$ cat src/watch_config.svh
`ifndef WATCH_CONFIG_SVH
`define WATCH_CONFIG_SVH

// Timekeeping
`define WATCH_TICK_DIV     1000     // CLK cycles per second

// LCD strobe timing
`define LCD_HALF_DIV       5        // CLK cycles per half LCD_E period

// Last step index of each sequencer state
`define LCD_DELAY_STEPS    70
`define LCD_CMD_STEPS      30
`define LCD_LINE_STEPS     20

// Controller commands
`define LCD_FUNC_SET       8'h3C    // 8-bit bus, 2 lines, 5x11 font
`define LCD_DISP_ON        8'h0C    // Display on, no cursor
`define LCD_ENTRY_MODE     8'h06    // Increment address, no shift

// DDRAM address commands
`define LCD_LINE1_ADDR     8'h80
`define LCD_LINE2_ADDR     8'hC0

// Character codes
`define LCD_SPACE          8'h20
`define LCD_COLON          8'h3A

`endif

$ cat src/watch_pkg.sv
package watch_pkg;

   // Hour of day, 0 to 23
   typedef logic [4:0] hour_t;

   // Minute or second, 0 to 59
   typedef logic [5:0] min_sec_t;

   typedef enum logic [1:0] {
      FIELD_NONE = 2'd0,
      FIELD_SEC  = 2'd1,
      FIELD_MIN  = 2'd2,
      FIELD_HOUR = 2'd3
   } set_field_e;

   typedef enum logic {
      MODE_24H = 1'b0,
      MODE_12H = 1'b1
   } disp_mode_e;

endpackage

$ cat src/lcd_pkg.sv
package lcd_pkg;

   // Controller sequence, run once from DELAY then LINE1/LINE2 forever
   typedef enum logic [2:0] {
      ST_DELAY      = 3'd0,
      ST_FUNC_SET   = 3'd1,
      ST_DISP_ON    = 3'd2,
      ST_ENTRY_MODE = 3'd3,
      ST_LINE1      = 3'd4,
      ST_LINE2      = 3'd5
   } lcd_state_e;

   // Character or command byte on LCD_DATA
   typedef logic [7:0] lcd_char_t;

   // Step index inside a state
   typedef logic [6:0] lcd_step_t;

   typedef enum logic {
      LINE_1 = 1'b0,
      LINE_2 = 1'b1
   } lcd_line_e;

endpackage

$ cat src/disp_slot_if.sv
`timescale 1ns/1ns

interface disp_slot_if
   import lcd_pkg::*;
();

   lcd_line_e line;        // Line being written
   lcd_step_t step;        // Step n writes column n-1
   logic      text_phase;  // Steps 1 to 16 of a line state
   lcd_char_t char;        // Character for the current slot

   modport seq (
      output line,
      output step,
      output text_phase,
      input  char
   );

   modport fmt (
      input  line,
      input  step,
      input  text_phase,
      output char
   );

endinterface

$ cat src/watch_input.sv
`timescale 1ns/1ns

module watch_input
   import watch_pkg::*;
(
   input  logic       CLK,
   input  logic       RESETN,
   input  logic       U,
   input  logic       D,
   input  set_field_e set_field,
   output logic       sec_up,
   output logic       sec_dn,
   output logic       min_up,
   output logic       min_dn,
   output logic       hour_up,
   output logic       hour_dn
);

   logic [1:0] btn_meta;   // Bit 0 is U, bit 1 is D
   logic [1:0] btn_sync;
   logic [1:0] btn_last;
   logic [1:0] btn_pulse;
   logic       up;
   logic       down;

   always_ff @(posedge CLK)
   begin
      if (!RESETN)
      begin
         btn_meta  <= '0;
         btn_sync  <= '0;
         btn_last  <= '0;
         btn_pulse <= '0;
      end
      else
      begin
         btn_meta  <= {D, U};
         btn_sync  <= btn_meta;
         btn_last  <= btn_sync;
         btn_pulse <= btn_sync & ~btn_last;   // Rising edge
      end
   end

   assign up   = btn_pulse[0];
   assign down = btn_pulse[1] & ~btn_pulse[0];   // U wins on a tie

   assign sec_up  = up   && (set_field == FIELD_SEC);
   assign sec_dn  = down && (set_field == FIELD_SEC);
   assign min_up  = up   && (set_field == FIELD_MIN);
   assign min_dn  = down && (set_field == FIELD_MIN);
   assign hour_up = up   && (set_field == FIELD_HOUR);
   assign hour_dn = down && (set_field == FIELD_HOUR);

endmodule

$ cat src/watch_timekeeper.sv
`timescale 1ns/1ns

`include "watch_config.svh"

module watch_timekeeper
   import watch_pkg::*;
(
   input  logic     CLK,
   input  logic     RESETN,
   input  logic     sec_up,
   input  logic     sec_dn,
   input  logic     min_up,
   input  logic     min_dn,
   input  logic     hour_up,
   input  logic     hour_dn,
   output hour_t    hour,
   output min_sec_t minute,
   output min_sec_t second
);

   localparam int       PRESC_W     = $clog2(`WATCH_TICK_DIV);
   localparam min_sec_t MIN_SEC_MAX = 6'd59;
   localparam min_sec_t HOUR_MAX    = 6'd23;

   logic [PRESC_W-1:0] presc;
   logic               presc_wrap;
   logic               tick;
   logic               any_set;
   logic               tick_ok;
   logic               sec_carry;
   logic               min_carry;

   // One step up or down with wrap at both ends
   function automatic min_sec_t step_wrap(input min_sec_t value, input min_sec_t max,
                                          input logic up_dir);
      min_sec_t result;
      if (up_dir)
         result = (value == max) ? '0 : value + 6'd1;
      else
         result = (value == '0) ? max : value - 6'd1;
      return result;
   endfunction

   assign presc_wrap = (presc == PRESC_W'(`WATCH_TICK_DIV - 1));
   assign any_set    = sec_up | sec_dn | min_up | min_dn | hour_up | hour_dn;
   assign tick_ok    = tick & ~any_set;   // A set swallows the tick
   assign sec_carry  = tick_ok & (second == MIN_SEC_MAX);
   assign min_carry  = sec_carry & (minute == MIN_SEC_MAX);

   always_ff @(posedge CLK)
   begin
      if (!RESETN)
      begin
         presc  <= '0;
         tick   <= 1'b0;
         second <= '0;
         minute <= '0;
         hour   <= '0;
      end
      else
      begin
         presc <= presc_wrap ? '0 : presc + 1'b1;
         tick  <= presc_wrap;

         if (sec_up || sec_dn)
            second <= step_wrap(second, MIN_SEC_MAX, sec_up);
         else if (tick_ok)
            second <= step_wrap(second, MIN_SEC_MAX, 1'b1);

         if (min_up || min_dn)
            minute <= step_wrap(minute, MIN_SEC_MAX, min_up);
         else if (sec_carry)
            minute <= step_wrap(minute, MIN_SEC_MAX, 1'b1);

         if (hour_up || hour_dn)
            hour <= hour_t'(step_wrap(min_sec_t'(hour), HOUR_MAX, hour_up));
         else if (min_carry)
            hour <= hour_t'(step_wrap(min_sec_t'(hour), HOUR_MAX, 1'b1));
      end
   end

endmodule

$ cat src/lcd_text_formatter.sv
`timescale 1ns/1ns

`include "watch_config.svh"

module lcd_text_formatter
   import watch_pkg::*;
   import lcd_pkg::*;
(
   input  hour_t      hour,
   input  min_sec_t   minute,
   input  min_sec_t   second,
   input  disp_mode_e mode,
   disp_slot_if.fmt   slot
);

   hour_t       disp_hour;
   logic [15:0] hour_chars;
   logic [15:0] min_chars;
   logic [15:0] sec_chars;
   logic        is_pm;

   // Tens and units as two ASCII digits
   function automatic logic [15:0] two_digits(input min_sec_t value);
      logic [3:0] tens;
      logic [3:0] units;
      tens  = 4'(value / 10);
      units = 4'(value % 10);
      return {4'h3, tens, 4'h3, units};
   endfunction

   assign is_pm = (hour >= 5'd12);

   always_comb
   begin
      disp_hour = hour;
      if (mode == MODE_12H)
      begin
         if (hour == 5'd0)
            disp_hour = 5'd12;   // Midnight reads 12 AM
         else if (hour > 5'd12)
            disp_hour = hour - 5'd12;
      end
   end

   assign hour_chars = two_digits(min_sec_t'(disp_hour));
   assign min_chars  = two_digits(minute);
   assign sec_chars  = two_digits(second);

   always_comb
   begin
      slot.char = `LCD_SPACE;
      if (slot.text_phase)
      begin
         if (slot.line == LINE_1)
         begin
            case (slot.step)
               7'd2:    slot.char = "L";
               7'd3:    slot.char = "C";
               7'd4:    slot.char = "D";
               7'd5:    slot.char = "_";
               7'd6:    slot.char = "W";
               7'd7:    slot.char = "A";
               7'd8:    slot.char = "T";
               7'd9:    slot.char = "C";
               7'd10:   slot.char = "H";
               7'd12:
               begin
                  if (mode == MODE_12H)
                     slot.char = is_pm ? "P" : "A";
               end
               7'd13:
               begin
                  if (mode == MODE_12H)
                     slot.char = "M";
               end
               default: slot.char = `LCD_SPACE;
            endcase
         end
         else
         begin
            case (slot.step)
               7'd4:    slot.char = hour_chars[15:8];
               7'd5:    slot.char = hour_chars[7:0];
               7'd6:    slot.char = `LCD_COLON;
               7'd7:    slot.char = min_chars[15:8];
               7'd8:    slot.char = min_chars[7:0];
               7'd10:   slot.char = sec_chars[15:8];
               7'd11:   slot.char = sec_chars[7:0];
               default: slot.char = `LCD_SPACE;   // Includes the gap at step 9
            endcase
         end
      end
   end

endmodule

$ cat src/lcd_sequencer.sv
`timescale 1ns/1ns

`include "watch_config.svh"

module lcd_sequencer
   import lcd_pkg::*;
(
   input  logic      CLK,
   input  logic      RESETN,
   disp_slot_if.seq  slot,
   output logic      LCD_E,
   output logic      LCD_RS,
   output logic      LCD_RW,
   output lcd_char_t LCD_DATA
);

   localparam int HALF_W = $clog2(`LCD_HALF_DIV);

   logic [HALF_W-1:0] half_cnt;
   logic              half_wrap;
   logic              step_en;
   lcd_state_e        state;
   lcd_state_e        next_state;
   lcd_step_t         step;
   lcd_step_t         last_step;
   logic              rs_next;
   logic              rw_next;
   lcd_char_t         data_next;

   assign half_wrap = (half_cnt == HALF_W'(`LCD_HALF_DIV - 1));
   assign step_en   = half_wrap & LCD_E;   // E about to fall

   assign slot.line       = (state == ST_LINE2) ? LINE_2 : LINE_1;
   assign slot.step       = step;
   assign slot.text_phase = ((state == ST_LINE1) || (state == ST_LINE2)) &&
                            (step >= 7'd1) && (step <= 7'd16);

   always_comb
   begin
      case (state)
         ST_DELAY:           last_step = lcd_step_t'(`LCD_DELAY_STEPS);
         ST_LINE1, ST_LINE2: last_step = lcd_step_t'(`LCD_LINE_STEPS);
         default:            last_step = lcd_step_t'(`LCD_CMD_STEPS);
      endcase
      case (state)
         ST_DELAY:      next_state = ST_FUNC_SET;
         ST_FUNC_SET:   next_state = ST_DISP_ON;
         ST_DISP_ON:    next_state = ST_ENTRY_MODE;
         ST_ENTRY_MODE: next_state = ST_LINE1;
         ST_LINE1:      next_state = ST_LINE2;
         ST_LINE2:      next_state = ST_LINE1;
         default:       next_state = ST_DELAY;
      endcase
   end

   // Pin values for the current state and step
   always_comb
   begin
      rs_next   = 1'b0;
      rw_next   = 1'b0;
      data_next = '0;
      case (state)
         ST_FUNC_SET:   data_next = `LCD_FUNC_SET;
         ST_DISP_ON:    data_next = `LCD_DISP_ON;
         ST_ENTRY_MODE: data_next = `LCD_ENTRY_MODE;
         ST_LINE1, ST_LINE2:
         begin
            if (step == '0)
               data_next = (slot.line == LINE_2) ? `LCD_LINE2_ADDR : `LCD_LINE1_ADDR;
            else
            begin
               rs_next   = 1'b1;
               data_next = slot.text_phase ? slot.char : `LCD_SPACE;
            end
         end
         default:
         begin
            rs_next = 1'b1;   // Idle bus during power-up delay
            rw_next = 1'b1;
         end
      endcase
   end

   always_ff @(posedge CLK)
   begin
      if (!RESETN)
      begin
         half_cnt <= '0;
         LCD_E    <= 1'b0;
         state    <= ST_DELAY;
         step     <= '0;
         LCD_RS   <= 1'b1;
         LCD_RW   <= 1'b1;
         LCD_DATA <= '0;
      end
      else
      begin
         half_cnt <= half_wrap ? '0 : half_cnt + 1'b1;
         if (half_wrap)
            LCD_E <= ~LCD_E;
         if (step_en)
         begin
            LCD_RS   <= rs_next;
            LCD_RW   <= rw_next;
            LCD_DATA <= data_next;
            if (step == last_step)
            begin
               step  <= '0;
               state <= next_state;
            end
            else
               step <= step + 1'b1;
         end
      end
   end

endmodule

$ cat src/lcd_watch.sv
`timescale 1ns/1ns

module lcd_watch
   import watch_pkg::*;
(
   input  logic       CLK,
   input  logic       RESETN,
   input  logic       U,
   input  logic       D,
   input  logic [1:0] set_field,
   input  logic       mode,
   output logic       LCD_E,
   output logic       LCD_RS,
   output logic       LCD_RW,
   output logic [7:0] LCD_DATA
);

   set_field_e field_sel;
   disp_mode_e disp_mode;
   logic       sec_up;
   logic       sec_dn;
   logic       min_up;
   logic       min_dn;
   logic       hour_up;
   logic       hour_dn;
   hour_t      hour;
   min_sec_t   minute;
   min_sec_t   second;

   assign field_sel = set_field_e'(set_field);
   assign disp_mode = disp_mode_e'(mode);

   disp_slot_if slot_if ();

   watch_input input_i (
      .CLK       (CLK),
      .RESETN    (RESETN),
      .U         (U),
      .D         (D),
      .set_field (field_sel),
      .sec_up    (sec_up),
      .sec_dn    (sec_dn),
      .min_up    (min_up),
      .min_dn    (min_dn),
      .hour_up   (hour_up),
      .hour_dn   (hour_dn)
   );

   watch_timekeeper timekeeper_i (
      .CLK     (CLK),
      .RESETN  (RESETN),
      .sec_up  (sec_up),
      .sec_dn  (sec_dn),
      .min_up  (min_up),
      .min_dn  (min_dn),
      .hour_up (hour_up),
      .hour_dn (hour_dn),
      .hour    (hour),
      .minute  (minute),
      .second  (second)
   );

   lcd_text_formatter formatter_i (
      .hour   (hour),
      .minute (minute),
      .second (second),
      .mode   (disp_mode),
      .slot   (slot_if.fmt)
   );

   lcd_sequencer sequencer_i (
      .CLK      (CLK),
      .RESETN   (RESETN),
      .slot     (slot_if.seq),
      .LCD_E    (LCD_E),
      .LCD_RS   (LCD_RS),
      .LCD_RW   (LCD_RW),
      .LCD_DATA (LCD_DATA)
   );

endmodule

$ cat config.mk
export PLATFORM = sky130hd
export DESIGN_NAME = lcd_watch
export DESIGN_NICKNAME = d
export VERILOG_FILES = /design/src/watch_pkg.sv /design/src/lcd_pkg.sv /design/src/disp_slot_if.sv /design/src/watch_input.sv /design/src/watch_timekeeper.sv /design/src/lcd_text_formatter.sv /design/src/lcd_sequencer.sv /design/src/lcd_watch.sv
export VERILOG_INCLUDE_DIRS = /design/src /design/src/src
export SDC_FILE = /design/constraint.sdc
export NUM_CORES = 1
export LEC_CHECK = 0
export BUFFER_PORTS_ARGS = -buffer_cell sky130_fd_sc_hd__buf_4
export CAP_MARGIN = 10
export CORE_ASPECT_RATIO = 1.25
export CORE_MARGIN = 1.5
export CORE_UTILIZATION = 65
export DETAILED_ROUTE_END_ITERATION = 16
export MAX_ROUTING_LAYER = met4
export PLACE_DENSITY_LB_ADDON = 0.1
export SETUP_SLACK_MARGIN = 0.2
export SLEW_MARGIN = 20
export SYNTH_ARGS = -nofsm -noshare
export SYNTH_HDL_FRONTEND = slang
export SYNTH_SLANG_ARGS = --single-unit
$ cat constraint.sdc
create_clock -name CLK -period 5.6 [get_ports CLK]
set_clock_uncertainty 0.1 [all_clocks]
set_input_delay 0 -clock CLK [delete_from_list [all_inputs] [get_ports CLK]]
set_output_delay 0 -clock CLK [all_outputs]
set_load 0.1 [all_outputs]
Word level (Yosys, flattened, before mapping)
Index checks and enable logic that the tools add are counted.
{"block": "op_classes", "add_sub_neg": 10, "mul": 0, "div": 6, "n_lt_le_gt_ge": 4, "n_eq_ne": 26, "shift": 0, "n_mux": 35, "bitwise": 16, "n_reduce_logical": 28}
{"cell": "$pmux 8 s10", "count": 1}
{"cell": "$div 6x4->32 const B", "count": 2}
{"cell": "$mod 6x4->32 const B", "count": 2}
{"cell": "$mux 6", "count": 10}
{"cell": "$mux 5", "count": 9}
{"cell": "$eq 7x4->1 const B", "count": 6}
{"cell": "$pmux 5 s7", "count": 1}
{"cell": "$div 5x4->32 const B", "count": 1}
{"cell": "$mod 5x4->32 const B", "count": 1}
{"cell": "$mux 8", "count": 4}
{"cell": "$pmux 8 s4", "count": 1}
{"cell": "$eq 7x3->1 const B", "count": 4}
{"cell": "$mux 7", "count": 3}
{"cell": "$pmux 3 s5", "count": 1}
{"cell": "$eq 7x2->1 const B", "count": 2}
{"cell": "$pmux 7 s2", "count": 1}
{"cell": "$add 6x1->6 const B", "count": 2}
{"cell": "$eq 6x6->1 const B", "count": 2}
{"cell": "$logic_not 6->1", "count": 2}
{"cell": "$sub 6x1->6 const B", "count": 2}
{"cell": "$add 10x1->10 const B", "count": 1}
{"cell": "$eq 10x10->1 const B", "count": 1}
{"cell": "$reduce_or 2->1", "count": 5}
{"cell": "$eq 3x3->1 const B", "count": 3}
{"cell": "31 further kinds", "count": 58}
{"block": "word_totals", "register_bits": 60, "latchBits": 0, "ramBits": 0, "mem_bits_ro": 0, "inputBits": 7, "output_inout_bits": 11, "word_cells": 141, "mem_count": 0}

Longest topological paths before layout
Gate-level depths: netlist of the first run.
{"block": "logic_depth", "word_depth": 14, "mapped_depth": 17}

By module
From an unflattened synthesis of the first run, not the netlist that was laid out.
{"block": "unflattened", "cells_unflattened": 655, "hier_area_um2": 4983.5}
{"mod": "watch_timekeeper", "instances": 1, "cells_per_inst": 246, "area_per_inst_um2": 1885.6}
{"mod": "lcd_text_formatter", "instances": 1, "cells_per_inst": 234, "area_per_inst_um2": 1452.6}
{"mod": "lcd_sequencer", "instances": 1, "cells_per_inst": 153, "area_per_inst_um2": 1366.3}
{"mod": "watch_input", "instances": 1, "cells_per_inst": 22, "area_per_inst_um2": 279.0}

Worst setup path before layout of the first run
OpenSTA, ideal clock, no wires.
{"block": "synth_path", "path_kind": "reg-to-reg", "start": "register timekeeper_i.hour[2]", "end": "register sequencer_i.LCD_DATA[3]", "setup_ns": 0.074, "arrival_time_ns": 3.379, "required_ns": 5.426, "setup_slack_ns": 2.047, "stages_incl_launch_ff": 16, "n_path_buf": 1, "cell_sequence": "dfxtp_1 > clkbuf_1 > inv_1 > ha_1 > nand2_1 > or4b_4 > a21oi_4 > a31oi_1 > ha_1 > and2_1 > a211o_2 > a21oi_1 > o22ai_1 > ha_1 > or3b_1 > a31oi_1"}
{"block": "synth_via", "elab_chain_cells": 10}
{"item": "start: declaration", "line": "watch_timekeeper.sv:16", "source": "output hour_t hour,"}
{"item": "start signal: assignment", "line": "watch_timekeeper.sv:76", "source": "hour <= hour_t'(step_wrap(min_sec_t'(hour), HOUR_MAX, hour_up));"}
{"item": "start signal: assignment", "line": "watch_timekeeper.sv:78", "source": "hour <= hour_t'(step_wrap(min_sec_t'(hour), HOUR_MAX, 1'b1));"}
{"item": "$sub 5x4->5 / $gt 5x4->1 (equally long branches)", "line": "lcd_text_formatter.sv:41, lcd_text_formatter.sv:40"}
{"item": "$mux 5", "line": "lcd_text_formatter.sv:40", "source": "else if (hour > 5'd12)"}
{"item": "$mux 5", "line": "lcd_text_formatter.sv:38", "source": "if (hour == 5'd0)"}
{"item": "$mux 5 *", "line": "lcd_text_formatter.sv:36", "source": "if (mode == MODE_12H)"}
{"item": "$mod 5x4->32 / $div 5x4->32 (equally long branches)", "line": "lcd_text_formatter.sv:27, lcd_text_formatter.sv:26"}
{"item": "$pmux 5 s7 *", "line": "lcd_text_formatter.sv:81", "source": "case (slot.step)"}
{"item": "$mux 8 *", "line": "lcd_text_formatter.sv:54", "source": "if (slot.line == LINE_1)"}
{"item": "$mux 8 (no source line) *"}
{"item": "$mux 8 *", "line": "lcd_sequencer.sv:68", "source": "if (step == '0)"}
{"item": "$pmux 8 s4 *", "line": "lcd_sequencer.sv:62", "source": "case (state)"}
{"item": "end signal: assignment", "line": "lcd_sequencer.sv:105", "source": "LCD_DATA <= data_next;"}
{"item": "end: declaration", "line": "lcd_sequencer.sv:14", "source": "output lcd_char_t LCD_DATA"}
Every way passes the cells marked *; elsewhere a longest branch is shown, timed or not.
A chain may end at the register's enable or synchronous reset.

Worst setup path after layout of the first run
{"block": "layout_path", "start": "register sequencer_i.step[1] (netlist: sequencer_i.slot.step[1])", "end": "register sequencer_i.LCD_DATA[1]"}
{"block": "layout_via", "elab_chain_cells": 7}
{"item": "start: declaration", "line": "lcd_sequencer.sv:24", "source": "lcd_step_t step;"}
{"item": "start signal: assignment", "line": "lcd_sequencer.sv:112", "source": "step <= step + 1'b1;"}
{"item": "$eq 7x2->1 / $eq 7x4->1 (equally long branches)", "line": "lcd_text_formatter.sv:56", "source": "case (slot.step)"}
{"item": "$reduce_or 2->1 (no source line)"}
{"item": "$pmux 8 s10", "line": "lcd_text_formatter.sv:56"}
{"item": "$mux 8", "line": "lcd_text_formatter.sv:54"}
{"item": "$mux 8 (no source line)"}
{"item": "$mux 8 *", "line": "lcd_sequencer.sv:68"}
{"item": "$pmux 8 s4 *", "line": "lcd_sequencer.sv:62"}
Marks and branches as above.

==> impl_metrics.tcl, run 1 <==
set metrics [dict create \
    leakage_nw 1.77 \
    max_freq_mhz 246 \
    clk_pin_slew_ns 0.08 \
    power_density_nw_per_um2 180 \
    drc 0 \
    cts_resized 0 \
    cts-hold-fix-buffers 5 \
    firstDrtPassIters 4 \
    coreArea_um2 6980 \
    row_count 34 \
    vias 4632 \
    crit_fanout 15 \
    holdWs_ns 0.0861 \
    synth_warnings 0 \
    cts_buffers 9 \
    grt_pass1_wl_um 20200 \
    hpwl_um 8520 \
    fin_nets 662 \
    r2r_end "sequencer_i.LCD_DATA[1]" \
    relSlewSlack 0.356 \
    grt.total_usage 0.331 \
    endpoint_kind "flip-flop" \
    worst_pin_slew_ns 0.966 \
    r2r-start "sequencer_i.slot.step[1]" \
    viasPerCell 6.41 \
    worstSetupPathType "reg -> reg" \
    synth_cell_types 81 \
    r2r_cells 14 \
    synth_edf_count 0 \
    grt_pass1_vias 4360 \
    min_path_cells 5 \
    fp.dieW_um 78.9 \
    start_kind "flip-flop" \
    synth_top_area_share 0.257 \
    cts_tree "yes" \
    required_ns 5.74 \
    cts.sinks 60 \
    min_path_type "in -> reg" \
    io_buffers 17 \
    drv_cap 0 \
    syn_nets 664 \
    syn_to_final_growth_pct 6.66 \
    reg2reg_slack_ns 1.54 \
    start_util 0.671 \
    period_minus_slack_ns 4.06 \
    netlist_area_um2 4680 \
    syn_inst 630 \
    drive_gt1_frac 0.0964 \
    drt-total-wl_um 11900 \
    io_pins 18 \
    grt_overflow 0 \
    timing.final.crit_share 0.726 \
    async_reset_ff_frac 0 \
    worstHoldEndpoint "timekeeper_i.second[1]" \
    synth_top_cell_by_area "dfxtp_1" \
    die_area_um2 7720 \
    drt_iter0_drc 278 \
    grt_max_degree 29 \
    arrival_ns 4.20 \
    cts_root_buf "clkbuf_8" \
    avgSynthCellArea_um2 7.43 \
    ys_ff_latch 60 \
    vdd_drop_max_mv 0.165 \
    yosysMostFrequentCell "nor2_1" \
    gp_congestion 0.947 \
    ys.flop_type "dfxtp_1" \
    antenna_found_initial 0 \
    max-clock-path-buffers 2 \
    synth_area_leaders "dfxtp_1 (26%), ha_1 (7.2%), a21oi_1 (6.1%), nor2_1 (5.5%), nand2_1 (4.5%)" \
    post-cts-setup-buffer-count 0 \
    report.final.slew_viol_count 0 \
    clock_latency_ns 0.35 \
    yosys-top-cells-count "nor2_1 (69), dfxtp_1 (60), a21oi_1 (57)" \
    ant_nets 0 \
    finalHoldViolations 0 \
    rsz0062_at_grt "no" \
    min-delay-start "set_field[1]" \
    die_h_um 97.9 \
    fin_setup_tns_ns 0 \
    ys_seq_area_frac 0.257 \
    antenna_cells 0 \
    status "finished clean" \
    setup_violations 0 \
    wl_per_cell_um 16.4 \
    htreeDepth 3 \
]
[worst max-delay path, cell delays in order, from the launching register on]
cell and delay (ns):
dfxtp_1 0.46, ha_1 0.53, nand3b_1 0.23, nor2_2 0.29, nor2_1 0.11, a21oi_1 0.78
nor2b_1 0.34, a21oi_1 0.13, ha_1 0.19, nand2_1 0.05, a311oi_1 0.04, o31ai_1 0.28
a311oi_1 0.10, o21ai_0 0.19, o311ai_1 0.12
[state kept, by name, indices dropped and copies added (netlist names)]
register and flops:
input_i.btn_last 2, input_i.btn_meta 2, input_i.btn_pulse 2, input_i.btn_sync 2, sequencer_i.LCD_DATA 8, sequencer_i.LCD_E 1
sequencer_i.LCD_RS 1, sequencer_i.LCD_RW 1, sequencer_i.half_cnt 3, sequencer_i.slot.step 7, sequencer_i.state 3, timekeeper_i.hour 5
timekeeper_i.minute 6, timekeeper_i.presc 10, timekeeper_i.second 6, timekeeper_i.tick 1
[layout by cell type (no fill, tap or decap), types with 7 or more instances in the layout]
master,synthesis,routed
nor2b_1,16,16
dfxtp_1,60,60
ha_1,27,27
nand2b_1,7,7
a21oi_1,57,57
xnor2_1,11,11
a22oi_1,11,11
nand3_1,25,25
clkbuf_8,0,9
nand2_1,56,56
a211oi_1,7,7
a31oi_1,12,12
o21ai_0,39,38
buf_4,0,18
inv_1,24,24
nor3_1,21,21
and2_1,12,12
xor2_1,9,9
and3_1,10,10
o22ai_1,9,9
nor2_1,69,69
[per-stage QoR]
stage	worst slack (ns)	cell area (um2)	std cells	utilization	total power (W)
2_1_floorplan	2.05	4680	630	-	0.000524
3_5_place_dp	1.69	4770	702	0.684	0.000547
3_3_place_gp	1.89	4770	702	0.684	0.000543
6_report	1.54	4990	723	0.716	0.000899
5_1_grt	1.13	4990	723	0.716	0.000930
4_1_cts	1.68	4990	723	0.716	0.000901
[area by class of cell]
class,instances,area (um2)
Clock inverter,5,37.5
Clock buffer,11,131
Inverter,25,93.8
Fill cell,616,1980
Timing Repair Buffer,23,185
Sequential cell,60,1200
Tap cell,90,113
Multi-Input combinational cell,509,3230
[routing by layer]
metal,vias up,wire [um],GRT usage,part of all wire
li1,2278,-,-,-
met1,2183,5250,0.405,0.44
met2,137,5750,0.537,0.48
met3,34,494,0.0467,0.042
met4,0,370,0.152,0.031
met5,-,0,-,0
[where the power goes]
group / internal (W) / total, W / switching (W)
sequential: 0.000434 / 0.000442 / 0.00000755
clock: 0.000162 / 0.000357 / 0.000195
combinational: 0.0000400 / 0.0000997 / 0.0000597
[cell families after synthesis]
kind of cell,count (synthesis),share of synthesized area
xor+xnor,20,0.0374
simple gates,255,0.277
mux,4,0.00882
flops,60,0.257
compound gates,203,0.295
buf+inv,61,0.0532
fa+ha+maj,27,0.0722
[how the worst max path moves through the flow]
stage | cells past startpoint | slack, ns | to | startpoint
final | 14 | 1.54 | sequencer_i.LCD_DATA[1] | sequencer_i.slot.step[1]
after global routing | 14 | 1.13 | sequencer_i.LCD_DATA[1] | sequencer_i.slot.step[1]
after CTS | 15 | 1.68 | sequencer_i.LCD_DATA[1] | timekeeper_i.hour[2]
after detailed placement | 14 | 1.69 | sequencer_i.LCD_DATA[1] | sequencer_i.slot.step[1]
after global placement | 15 | 1.89 | sequencer_i.LCD_DATA[1] | timekeeper_i.hour[2]
after floorplan | 15 | 2.05 | sequencer_i.LCD_DATA[3] | timekeeper_i.hour[2]
No activity file was read; power rests on OpenSTA's default activity.
==> run 2: changes to the inputs <==
- CORE_UTILIZATION: 65 -> 63
- clock period: 5.6 -> 4.3 ns (I/O delays scaled with it)
==> impl_metrics.tcl, run 2 (synthesis results as in run 1) <==
set metrics [dict create \
    status "finished clean" \
    viasPerCell 6.39 \
    r2r_cells 14 \
    syn_to_final_growth_pct 7.81 \
    power_density_nw_per_um2 242 \
    row_count 34 \
    regMostFlops "timekeeper_i.presc" \
    endpoint_kind "flip-flop" \
    start_kind "flip-flop" \
    finalHoldViolations 0 \
    post-cts-setup-buffer-count 0 \
    cpMaxStageDelayCell "dfxtp_1" \
    leakage_nw 1.80 \
    timing.final.ws_setup_ns 0.515 \
    grt_pass1_vias 4198 \
    io_pins 18 \
    grt_pass1_wl_um 19700 \
    largest_registers "timekeeper_i.presc: 10 flops, sequencer_i.LCD_DATA: 8 flops, sequencer_i.slot.step: 7 flops" \
    worst_pin_slew_ns 0.846 \
    worstHoldEndpoint "timekeeper_i.second[0]" \
    final_common_cell "nor2_1" \
    gp_congestion 0.992 \
    r2r-start "timekeeper_i.hour[2]" \
    critPathMaxStageDelay_ns 0.57 \
    fin_setup_tns_ns 0 \
    use_met2 0.507 \
    arrival_ns 3.96 \
    cts_tree "yes" \
    busiest_layer "met2" \
    drive_gt1_frac 0.104 \
    firstDrtPassIters 5 \
    timing.final.crit_share 0.880 \
    setup_violations 0 \
    fin_nets 666 \
    report.final.slew_viol_count 0 \
    clk_pin_slew_ns 0.08 \
    htreeDepth 3 \
    cts.sinks 60 \
    vias 4647 \
    start_util 0.663 \
    crit_top_cell "ha_1" \
    clock_latency_ns 0.34 \
    grtUsageMet3 0.0505 \
    drv_cap 0 \
    die_h_um 99.4 \
    crit_fanout 13 \
    io_buffers 17 \
    rsz0062_at_grt "no" \
    largest_reg_flops 10 \
    min_path_cells 5 \
    hpwl_um 8720 \
    ant_nets 0 \
    cts_buffers 9 \
    cts_root_buf "clkbuf_8" \
    relSlewSlack 0.428 \
    grt_max_degree 29 \
    die_area_um2 7960 \
    min-delay-start "set_field[1]" \
    period_minus_slack_ns 3.78 \
    final_cell_mix "nor2_1 (69), dfxtp_1 (60), a21oi_1 (57), nand2_1 (56), o21ai_0 (38)" \
    pre_cts_ws_ns 0.557 \
    coreArea_um2 7060 \
    vdd_drop_max_mv 0.238 \
    drc 0 \
    fp.dieW_um 80.1 \
    use_met1 0.402 \
    max_freq_mhz 264 \
    path_cells "inv_1 -> ha_1 -> nand2_1 -> or4b_4 -> a21oi_4 -> a31oi_1 -> ha_1 -> and2_1 -> a211o_2 -> a21oi_1 -> o22ai_1 -> ha_1 -> or3b_1 -> a31oi_1" \
    r2r_end "sequencer_i.LCD_DATA[3]" \
    antenna_cells 0 \
    max-clock-path-buffers 2 \
    wl_per_cell_um 16.6 \
    grt_overflow 0 \
    reg2reg_slack_ns 0.52 \
    drt-total-wl_um 12100 \
    grt.total_usage 0.321 \
    worstSetupPathType "reg -> reg" \
    drt_iter0_drc 316 \
    required_ns 4.48 \
    antenna_found_initial 0 \
    min_path_type "in -> reg" \
]
## run 2: timing repair
item                                    4_1_cts  5_1_grt
gates resized for setup                       0        0
endpoints found under the setup margin        0        0
endpoints found under the hold margin        15        0
hold buffers                                  5        0
## run 2: through the flow
step	power, W	std cells	util	area [um2]	hold slack (ns)
5_1_grt	0.00127	727	0.715	5050	0.113
3_5_place_dp	0.000715	706	0.680	4800	0.117
4_1_cts	0.00122	727	0.715	5050	0.0824
3_3_place_gp	0.000709	706	0.680	4800	0.107
6_report	0.00122	727	0.715	5050	0.101
2_1_floorplan	0.000682	630	-	4680	0.0273
## run 2: worst max-delay path, delay by kind of cell, from the launching register on
family	cells	cell delay, ns
buf+inv	1	0.13
flops	1	0.57
simple gates	4	1.13
fa+ha+maj	3	0.80
compound gates	6	0.98
## run 2: worst max path at each step
stage,cells after the start,from,to
final,14,timekeeper_i.hour[2],sequencer_i.LCD_DATA[3]
after global routing,14,sequencer_i.slot.step[1],sequencer_i.LCD_DATA[1]
after CTS,14,timekeeper_i.hour[2],sequencer_i.LCD_DATA[3]
after detailed placement,14,timekeeper_i.hour[2],sequencer_i.LCD_DATA[3]
after global placement,14,timekeeper_i.hour[2],sequencer_i.LCD_DATA[3]
after floorplan,15,timekeeper_i.hour[2],sequencer_i.LCD_DATA[3]
## run 2: metal layers
layer | wire length [um] | share of wire
met3 | 625 | 0.052
met5 | 0 | 0
met1 | 5310 | 0.44
met2 | 5730 | 0.47
met4 | 410 | 0.034
## run 2: final cells by class
class | count | area [um2]
fillers | 623 | 2020
repair buffers | 27 | 215
clock inverters | 6 | 65.1
flip-flops and latches | 60 | 1200
multi-input cells | 509 | 3230
well taps | 90 | 113
inverters | 25 | 93.8
clock buffers | 10 | 128
## run 2: report_power, final
part | internal (W) | leakage (nW) | switching, W | total [W]
combinational | 0.0000529 | 1.22 | 0.0000786 | 0.000132
sequential | 0.000566 | 0.486 | 0.0000101 | 0.000576
clock | 0.000268 | 0.0962 | 0.000244 | 0.000512
